===== src/alu_pkg.sv =====
`default_nettype none

package alu_pkg;

    // opcode encoding shared by both lanes and the testbench
    typedef enum logic [4:0] {
        op_nop  = 5'd0,
        op_add  = 5'd1,
        op_sub  = 5'd2,
        op_mul  = 5'd3,
        op_div  = 5'd4,
        op_shr  = 5'd5,
        op_shl  = 5'd6,
        op_shra = 5'd7,
        op_ror  = 5'd8,
        op_rol  = 5'd9,
        op_and  = 5'd10,
        op_or   = 5'd11,
        op_neg  = 5'd12,
        op_xor  = 5'd13,
        op_nor  = 5'd14,
        op_not  = 5'd15
    } alu_op_e;

    // request as seen by both lanes
    typedef struct packed {
        logic    valid;
        alu_op_e op;
    } alu_req_t;

    // true for ops owned by the arithmetic lane
    function automatic logic op_is_arith(alu_op_e op);
        logic is_arith;
        is_arith = (op == op_add) || (op == op_sub) ||
                   (op == op_mul) || (op == op_div);
        return is_arith;
    endfunction

endpackage

`default_nettype wire


===== src/alu_divider.sv =====
`timescale 1ns/1ps
`default_nettype none

module alu_divider #(
    parameter int word_size = 32
) (
    input  wire logic                 clk,
    input  wire logic                 arst_n,
    input  wire logic                 start,
    input  wire logic [word_size-1:0] dividend,
    input  wire logic [word_size-1:0] divisor,
    output logic      [word_size-1:0] quotient,
    output logic      [word_size-1:0] remainder,
    output logic                      done
);

    localparam int cnt_w = $clog2(word_size);
    localparam logic [cnt_w-1:0] last_count = cnt_w'(word_size - 1);

    typedef enum logic {
        st_idle,
        st_run
    } div_state_e;

    div_state_e           state;
    logic [cnt_w-1:0]     count;
    logic [word_size-1:0] rem_q;
    logic [word_size-1:0] quo_q;
    logic [word_size-1:0] dvs_q;
    logic [word_size:0]   partial;
    logic [word_size:0]   diff;
    logic                 fits;

    // shift in the next dividend bit and try the subtract
    assign partial = {rem_q, quo_q[word_size-1]};
    assign diff    = partial - {1'b0, dvs_q};
    // no borrow means the divisor fits; a zero divisor always fits
    assign fits    = ~diff[word_size];

    always_ff @(posedge clk or negedge arst_n) begin
        if (!arst_n) begin
            state <= st_idle;
            count <= '0;
            done  <= 1'b0;
        end else begin
            done <= 1'b0;
            case (state)
                st_idle: begin
                    if (start) begin
                        state <= st_run;
                        count <= '0;
                    end
                end
                st_run: begin
                    count <= count + 1'b1;
                    if (count == last_count) begin
                        state <= st_idle;
                        done  <= 1'b1;
                    end
                end
                default: state <= st_idle;
            endcase
        end
    end

    // datapath, one quotient bit per run cycle
    always_ff @(posedge clk) begin
        if (state == st_idle && start) begin
            rem_q <= '0;
            quo_q <= dividend;
            dvs_q <= divisor;
        end else if (state == st_run) begin
            rem_q <= fits ? diff[word_size-1:0] : partial[word_size-1:0];
            quo_q <= {quo_q[word_size-2:0], fits};
        end
    end

    assign quotient  = quo_q;
    assign remainder = rem_q;

endmodule

`default_nettype wire


===== src/alu_arith.sv =====
`timescale 1ns/1ps
`default_nettype none

module alu_arith
    import alu_pkg::*;
#(
    parameter int word_size = 32
) (
    input  wire logic                   clk,
    input  wire logic                   arst_n,
    input  wire alu_req_t               req,
    input  wire logic [word_size-1:0]   a,
    input  wire logic [word_size-1:0]   b,
    input  wire logic [word_size-1:0]   y,
    output logic                        arith_valid,
    output logic [2*word_size-1:0]      arith_data,
    output logic                        busy
);

    logic                   claim;
    logic                   div_start;
    logic                   div_done;
    logic [word_size-1:0]   quotient;
    logic [word_size-1:0]   remainder;
    logic [word_size:0]     sum;
    logic [2*word_size-1:0] product;
    logic [2*word_size-1:0] comb_data;

    // requests during a divide are dropped
    assign claim     = req.valid && op_is_arith(req.op) && !busy;
    assign div_start = claim && (req.op == op_div);

    assign sum     = {1'b0, y} + {1'b0, b};
    assign product = {{word_size{1'b0}}, a} * {{word_size{1'b0}}, b};

    always_comb begin
        case (req.op)
            // carry-out lands in bit word_size of c
            op_add:  comb_data = {{(word_size-1){1'b0}}, sum};
            op_sub:  comb_data = {{word_size{1'b0}}, y - b};
            op_mul:  comb_data = product;
            default: comb_data = '0;
        endcase
    end

    always_ff @(posedge clk or negedge arst_n) begin
        if (!arst_n) begin
            busy <= 1'b0;
        end else if (div_start) begin
            busy <= 1'b1;
        end else if (div_done) begin
            busy <= 1'b0;
        end
    end

    alu_divider #(
        .word_size (word_size)
    ) u_divider (
        .clk       (clk),
        .arst_n    (arst_n),
        .start     (div_start),
        .dividend  (a),
        .divisor   (b),
        .quotient  (quotient),
        .remainder (remainder),
        .done      (div_done)
    );

    // single-cycle ops answer at once, divide answers on done
    assign arith_valid = (claim && (req.op != op_div)) || div_done;
    assign arith_data  = div_done ? {remainder, quotient} : comb_data;

    // issuer must wait for the divide to finish
    assert property (@(posedge clk) disable iff (!arst_n) busy |-> !req.valid)
        else $error("request issued while a divide is in flight");

    // divider can only finish a divide this lane started
    assert property (@(posedge clk) disable iff (!arst_n) div_done |-> busy)
        else $error("divider done without a running divide");

endmodule

`default_nettype wire


===== src/alu_bitops.sv =====
`timescale 1ns/1ps
`default_nettype none

module alu_bitops
    import alu_pkg::*;
#(
    parameter int word_size = 32
) (
    input  wire alu_req_t             req,
    input  wire logic [word_size-1:0] b,
    input  wire logic [word_size-1:0] y,
    output logic                      bit_valid,
    output logic [2*word_size-1:0]    bit_data
);

    localparam int sh_w = $clog2(word_size);

    logic [sh_w-1:0]        s;
    logic [2*word_size-1:0] ror_wide;
    logic [2*word_size-1:0] rol_wide;
    logic [word_size-1:0]   result;

    // shift amount is the low bits of b only
    assign s = b[sh_w-1:0];

    // rotates via a doubled copy of y
    assign ror_wide = {y, y} >> s;
    assign rol_wide = {y, y} << s;

    always_comb begin
        case (req.op)
            op_shr:  result = y >> s;
            op_shl:  result = y << s;
            op_shra: result = $unsigned($signed(y) >>> s);
            op_ror:  result = ror_wide[word_size-1:0];
            op_rol:  result = rol_wide[2*word_size-1:word_size];
            op_and:  result = y & b;
            op_or:   result = y | b;
            op_xor:  result = y ^ b;
            op_nor:  result = ~(y | b);
            op_neg:  result = -y;
            op_not:  result = ~y;
            // nop and undefined opcodes
            default: result = '0;
        endcase
    end

    // everything the arithmetic lane does not claim ends up here
    assign bit_valid = req.valid && !op_is_arith(req.op);
    assign bit_data  = {{word_size{1'b0}}, result};

endmodule

`default_nettype wire


===== src/alu_result.sv =====
`timescale 1ns/1ps
`default_nettype none

module alu_result #(
    parameter int word_size = 32
) (
    input  wire logic                   clk,
    input  wire logic                   arst_n,
    input  wire logic                   arith_valid,
    input  wire logic [2*word_size-1:0] arith_data,
    input  wire logic                   bit_valid,
    input  wire logic [2*word_size-1:0] bit_data,
    output logic      [2*word_size-1:0] c,
    output logic                        result_valid
);

    logic                   lane_valid;
    logic [2*word_size-1:0] lane_data;

    // lanes are one-hot, so a plain select is enough
    assign lane_valid = arith_valid || bit_valid;
    assign lane_data  = arith_valid ? arith_data : bit_data;

    always_ff @(posedge clk or negedge arst_n) begin
        if (!arst_n) begin
            c            <= '0;
            result_valid <= 1'b0;
        end else begin
            result_valid <= lane_valid;
            // c holds between results
            if (lane_valid) begin
                c <= lane_data;
            end
        end
    end

    // a divide finishing while the bit lane answers would lose a result
    assert property (@(posedge clk) disable iff (!arst_n) !(arith_valid && bit_valid))
        else $error("both lanes delivered in the same cycle");

endmodule

`default_nettype wire


===== src/alu_core.sv =====
`timescale 1ns/1ps
`default_nettype none

module alu_core
    import alu_pkg::*;
#(
    parameter int word_size = 32
) (
    input  wire logic                   clk,
    input  wire logic                   arst_n,
    input  wire logic                   op_valid,
    input  wire logic [4:0]             opcode,
    input  wire logic [word_size-1:0]   a,
    input  wire logic [word_size-1:0]   b,
    input  wire logic [word_size-1:0]   y,
    output logic      [2*word_size-1:0] c,
    output logic                        result_valid,
    output logic                        busy
);

    alu_req_t               req;
    logic                   arith_valid;
    logic [2*word_size-1:0] arith_data;
    logic                   bit_valid;
    logic [2*word_size-1:0] bit_data;

    // undefined opcodes pass through and fall to the bit lane default
    assign req = '{valid: op_valid, op: alu_op_e'(opcode)};

    alu_arith #(
        .word_size   (word_size)
    ) u_arith (
        .clk         (clk),
        .arst_n      (arst_n),
        .req         (req),
        .a           (a),
        .b           (b),
        .y           (y),
        .arith_valid (arith_valid),
        .arith_data  (arith_data),
        .busy        (busy)
    );

    alu_bitops #(
        .word_size (word_size)
    ) u_bitops (
        .req       (req),
        .b         (b),
        .y         (y),
        .bit_valid (bit_valid),
        .bit_data  (bit_data)
    );

    alu_result #(
        .word_size    (word_size)
    ) u_result (
        .clk          (clk),
        .arst_n       (arst_n),
        .arith_valid  (arith_valid),
        .arith_data   (arith_data),
        .bit_valid    (bit_valid),
        .bit_data     (bit_data),
        .c            (c),
        .result_valid (result_valid)
    );

endmodule

`default_nettype wire


===== config.mk =====
export PLATFORM = sky130hd
export DESIGN_NAME = alu_core
export DESIGN_NICKNAME = d
export VERILOG_FILES = /design/src/alu_pkg.sv /design/src/alu_divider.sv /design/src/alu_arith.sv /design/src/alu_bitops.sv /design/src/alu_result.sv /design/src/alu_core.sv
export SDC_FILE = /design/constraint.sdc
export NUM_CORES = 2
export LEC_CHECK = 0
export BUFFER_PORTS_ARGS = -buffer_cell sky130_fd_sc_hd__buf_2
export CAP_MARGIN = 20
export CORE_MARGIN = 2
export CORE_UTILIZATION = 30
export DETAILED_ROUTE_END_ITERATION = 7
export GPL_TIMING_DRIVEN = 1
export PLACE_DENSITY_LB_ADDON = 0.3
export SYNTH_ARGS = -nofsm -noshare
export SYNTH_HDL_FRONTEND = slang
export SYNTH_HIERARCHICAL = 1
export SYNTH_SLANG_ARGS = --single-unit

===== constraint.sdc =====
create_clock -name clk -period 4.9 [get_ports clk]
set_clock_uncertainty 0.15 [all_clocks]
set_input_delay 0.735 -clock clk [delete_from_list [all_inputs] [get_ports clk]]
set_output_delay 0.735 -clock clk [all_outputs]
set_load 0.02 [all_outputs]

Yosys cells after proc, flatten, opt, wreduce, memory -nomap -nowiden
Index checks and enable logic that the tools add are counted.
{"block": "totals", "n_memories": 0, "mem_bits_rw": 0, "latch_bits": 0, "romBits": 0, "output_inout_bits": 66, "ff_bits": 169}
{"block": "classes", "n_eq_ne": 18, "n_div": 0, "order_cmp": 0, "reduce_logical": 15, "n_shift": 5, "multipliers": 1, "muxes": 16, "bitwise": 7, "addsub": 5}
{"cell": "$pmux W32 S11", "n": 1}
{"cell": "$pmux W64 S3", "n": 1}
{"cell": "$mux W64", "n": 2}
{"cell": "$mux W32", "n": 3}
{"cell": "$mul A32 B32 Y64", "n": 1}
{"cell": "$not A32 Y32", "n": 2}
{"cell": "$shl A64 B5 Y64", "n": 1}
{"cell": "$shr A64 B5 Y32", "n": 1}
{"cell": "$eq A5 B4 Y1 const B", "n": 8}
{"cell": "$add A32 B32 Y33", "n": 1}
{"cell": "$sub A33 B32 Y33", "n": 1}
{"cell": "$and A32 B32 Y32", "n": 1}
{"cell": "$neg A32 Y32", "n": 1}
{"cell": "$or A32 B32 Y32", "n": 1}
{"cell": "$shl A32 B5 Y32", "n": 1}
{"cell": "$shr A32 B5 Y32", "n": 1}
{"cell": "$sshr A32 B5 Y32", "n": 1}
{"cell": "$sub A32 B32 Y32", "n": 1}
{"cell": "$xor A32 B32 Y32", "n": 1}
{"cell": "$eq A5 B3 Y1 const B", "n": 4}
{"cell": "$eq A5 B2 Y1 const B", "n": 2}
{"cell": "$pmux W5 S2", "n": 1}
{"cell": "$logic_and A1 B1 Y1", "n": 6}
{"cell": "$mux W1", "n": 6}
{"cell": "other kinds (11)", "n": 18}

Logic depth before layout (Yosys ltp)
{"block": "logic_depth", "depth_word": 9, "depth_mapped": 30, "depth_no_buf": 28}

Modules after synthesis
Netlist, hierarchy kept.
{"module": "alu_arith", "seq_area_each_um2": 25.0, "area_per_inst_um2": 37957.7, "n_inst": 1, "cells_each": 4430}
{"module": "alu_bitops", "seq_area_each_um2": 0.0, "area_per_inst_um2": 10591.4, "n_inst": 1, "cells_each": 1390}
{"module": "alu_divider", "seq_area_each_um2": 2737.6, "area_per_inst_um2": 5714.2, "n_inst": 1, "cells_each": 535}
{"module": "alu_result", "seq_area_each_um2": 1626.6, "area_per_inst_um2": 2987.9, "n_inst": 1, "cells_each": 279}

Worst setup path before layout
No wires, ideal clock.
{"block": "synth_timing", "kind": "input to register", "startpoint": "input b[2]", "endpoint": "register u_result.c[28]", "setup_slack_ns": -2.809, "t_arrival_ns": 7.427, "setup_ns": 0.132, "stages": 28, "n_path_buf": 2, "path_cell_list": "clkbuf_1 -> and2_1 -> fa_1 -> inv_1 -> fa_1 -> fa_1 -> fa_1 -> inv_1 -> fa_1 -> inv_1 -> fa_1 -> inv_1 -> fa_1 -> fa_1 -> ha_1 -> buf_2 -> a21o_1 -> a221oi_1 -> and2b_1 -> o2111a_1 -> nor2_1 -> a31oi_1 -> xnor2_1 -> a221oi_1 -> a32oi_1 -> a41o_1 -> nand2_1 -> o21ai_1"}
{"block": "synth_between", "elab_chain_cells": 4}
{"item": "from (decl)", "line_no": "alu_core.sv:14", "rtl": "input wire logic [word_size-1:0] b,"}
{"item": "$mul A32 B32 Y64, or another cell as far along", "line_no": "alu_arith.sv:34", "rtl": "assign product = {{word_size{1'b0}}, a} * {{word_size{1'b0}}, b};"}
{"item": "$pmux W64 S3 (*)", "line_no": "alu_arith.sv:37", "rtl": "case (req.op)"}
{"item": "$mux W64 (*)", "line_no": "alu_arith.sv:71", "rtl": "assign arith_data = div_done ? {remainder, quotient} : comb_data;"}
{"item": "named net arith_data[28]", "line_no": "alu_core.sv:23", "rtl": "logic [2*word_size-1:0] arith_data;"}
{"item": "$mux W64 (*)", "line_no": "alu_result.sv:22", "rtl": "assign lane_data = arith_valid ? arith_data : bit_data;"}
{"item": "to (signal assigned)", "line_no": "alu_result.sv:32", "rtl": "c <= lane_data;"}
{"item": "to (decl)", "line_no": "alu_result.sv:13", "rtl": "output logic [2*word_size-1:0] c,"}
The timed path passes the listed nets; every way through them passes the cells marked *.
A chain may end at the register's enable or synchronous reset.

Worst setup path in the final report
{"block": "layout_timing", "startpoint": "input b[7]", "endpoint": "register u_result.c[55]"}
{"block": "layout_between", "elab_chain_cells": 4}
{"item": "$mul A32 B32 Y64", "line_no": "alu_arith.sv:34"}
{"item": "$pmux W64 S3", "line_no": "alu_arith.sv:37"}
{"item": "$mux W64", "line_no": "alu_arith.sv:71"}
{"item": "named net arith_data[55]", "line_no": "alu_core.sv:23"}
{"item": "$mux W64", "line_no": "alu_result.sv:22"}
The timed path passes the listed nets, and every way through them passes these cells.

==> summary.txt <==
Floorplanning
  • CORE AREA: 190000 µm²
  • Die Wd: 441 µm
  • Die Height: 441 µm
  • # IOs: 170
  • Row count: 160
  • Die Area: 194000 µm²
  • Starting Density: 30.1%

Placement
  • Inst Count DP: 9736
  • Placer congestion estimate: 1.04
  • Dpl hpwl: 217000 µm
  • Port buffer count: 169

STA
  • RSZ-0062 raised after global routing: yes
  • Final setup TNS: -133130 ps
  • Final hold violations: 0
  • Final worst slack: -2680 ps
  • Max Freq: 132 MHz
  • Min Tclk post-route: 7580 ps
  • Max-slew headroom: 16.7%
  • Tightest Pin Transition: 1240 ps
  • Final count of negative-setup-slack endpoints: 57
  • Final Cycle Share: 155%
  • Max-slew violation count: 0

Setup path
  • R2r setup slk: 970 ps
  • Cell count of the worst reg-to-reg path: 13
  • Startpoint Class: input port
  • Crit path top cell by count: fa_1
  • Critical R2R Launch: u_arith/u_divider/quotient[31]
  • Slowest-stage cell, CP: fa_1
  • RR Endpoint: u_arith/u_divider/remainder[1]
  • Crit path kind: in2reg
  • Max incr delay on CP: 560 ps
  • Worst path required time: 5170 ps
  • Critical path capture point type: register
  • Worst-path fanout max: 7
  • CP arrival: 7840 ps

Clocking
  • Clk sinks: 169
  • Max Root-Sink Buffers: 2
  • CTS Buf Count: 17
  • Hold Buf Count CTS: 0
  • Reg clk slew, reported paths: 80 ps
  • TritonCTS clock tree: done
  • Clock Tree Root: clkbuf_16
  • Clk_lat worst skew: 510 ps
  • H-tree levels: 4

Logic synthesis
  • Post-synthesis area per instance: 8.63 µm²
  • Synth async-reset ratio: 43.2%
  • Syn. warnings: 6
  • Cell variety after synth: 124
  • Mapped cell area: 57300 µm²
  • Synth Flop Type: dfrtp_1
  • Number of flops mapped to enable cells by yosys: 64
  • Flops & latches, synth: 169
  • Synth Instances: 6634
  • Sequential area share after synthesis: 7.67%

Final layout
  • Share of cells above drive strength 1: 25.6%
  • Fill count: 19300
  • Register area: 4390 µm²
  • Footprint of the multi-input gates: 49400 µm²
  • Area grow syn2layout: 26.0%
  • Finished Layout Cells: 9882
  • Layout Nets: 8776
  • Util after Layout: 38.0%

Global routing
  • Gr ovfl total: 0
  • Initial antenna violation count: 19
  • Vias in the first global route: 54500
  • Gr usage total: 27.4%
  • Pin count of the biggest net entering global routing: 109
  • First-pass GRT wire length: 386000 µm

Routing
  • Vias: 53500
  • Wirelength per Cell: 27.4 µm
  • Post-Route WL: 271000 µm
  • DR DRC count: 0
  • Initial DRC count: 5824
  • DRT Pass-1 Iters: 7
  • Vias per inst: 5.41
  • Detail Route Antenna Nets: 0

Status
  • Status: finished with violations
  • Failing checks: setup timing

Run
  • Max-cap violations: 0

Worst hold path
  • Tightest Hold Check Type: in2async
final cells by class:
class,instances,area share (%)
diodes,11,0.0382
well taps,2511,4.36
inverters,1028,5.35
clock buffers,17,0.590
flip-flops and latches,169,6.09
multi-input cells,4955,68.5
clock inverters,15,0.246
repair buffers,1176,14.9
critical path: cells and delay by family:
kind	cells	cell delay [ps]
adder cells (fa/ha/maj)	9	4400
AO/OA/AOI/OAI	7	1230
AND/OR/NAND/NOR	5	990
buffers and inverters	4	340
XOR/XNOR	1	110
worst max path at each step:
stage	endpoint	cells past startpoint	startpoint	slack (ps)
floorplan	u_result/c[28]	28	a[11]	-2610
global placement	u_result/c[54]	28	b[8]	-3560
detailed placement	u_result/c[49]	25	b[4]	-3570
CTS	u_result/c[49]	26	b[5]	-2590
global route	u_result/c[30]	26	a[19]	-2840
finish	u_result/c[55]	26	b[7]	-2680
cells in the mapped netlist (94+ instances only):
cell / n / share of area, %
a21oi_1: 216 / 1.9
and2_1: 612 / 6.7
clkbuf_1: 370 / 2.4
fa_1: 899 / 31
ha_1: 426 / 9.3
inv_1: 1020 / 6.7
mux2i_1: 223 / 3.9
nand2_1: 791 / 5.2
nor2_1: 213 / 1.4
o21ai_0: 166 / 1.5
o21ai_1: 106 / 0.93
xnor2_1: 94 / 1.4
layout by cell type (no fill, tap or decap), types with 38 or more instances in the layout:
cell      instances
mux4_2           65
a21oi_1         181
nand4_1          65
o21ai_1         108
nor3_1           57
buf_6           101
mux2i_1         223
fa_2             82
nor2_1          194
buf_4           823
nand2_1         764
a22oi_1          43
xnor2_1          71
dfrtp_1          72
o21ai_2          38
edfxtp_1         64
o22ai_1          46
nand3_1          68
inv_1           979
ha_1            368
buf_2           112
o21ai_0         117
fa_1            817
a21o_1           52
and2_4           60
mux2_2           70
inv_2            47
buf_12           94
ha_4             51
and2_1          552
registers in the layout, indices dropped and copies added, names as in the netlist:
| name | cells |
|---|---|
| u_result/c | 64 |
| u_arith/u_divider/dvs_q | 32 |
| u_arith/u_divider/quotient | 32 |
| u_arith/u_divider/remainder | 32 |
| u_arith/u_divider/count | 5 |
| u_arith/busy | 1 |
| u_arith/u_divider/done | 1 |
| u_arith/u_divider/state | 1 |
| u_result/result_valid | 1 |
logic make-up (layout without fill, tap and decap cells):
logic type | Yosys count | count (layout) | synth area share, %
AOI/OAI and AO/OA | 1067 | 1067 | 12.7
DFF | 169 | 169 | 7.67
other | 1 | 43 | 0.00655
and+or+nand+nor | 2023 | 2023 | 17.7
xor gates and xnor gates | 132 | 132 | 2.05
adders and majority gates | 1325 | 1325 | 40.7
buffers and inverters | 1541 | 2236 | 10.8
muxes | 376 | 376 | 8.30
through the flow:
step                hold WS, ps  worst slack, ps  cell area, µm²
global route                189            -2840           72100
CTS                         153            -2590           71000
finish                      145            -2680           72100
detailed placement          337            -3570           67100
floorplan                   289            -2610           58200
global placement            324            -3560           67100
per-layer routing:
metal	wire, µm	up-vias	global-route usage [%]
li1	-	23000	-
met2	118000	2566	42.3
met5	69	-	0
met3	26100	493	6.08
met1	114000	27400	37.3
met4	11900	12	9.78
timing repair:
action,4_1_cts,5_1_grt
setup buffers,76,27
pin swaps,222,173
setup endpoints to repair,62,61
resized for setup,557,209
gates cloned,15,5
Power is not shown: default switching activity piles up to over one toggle a cycle in this logic, so the estimate is an artifact.
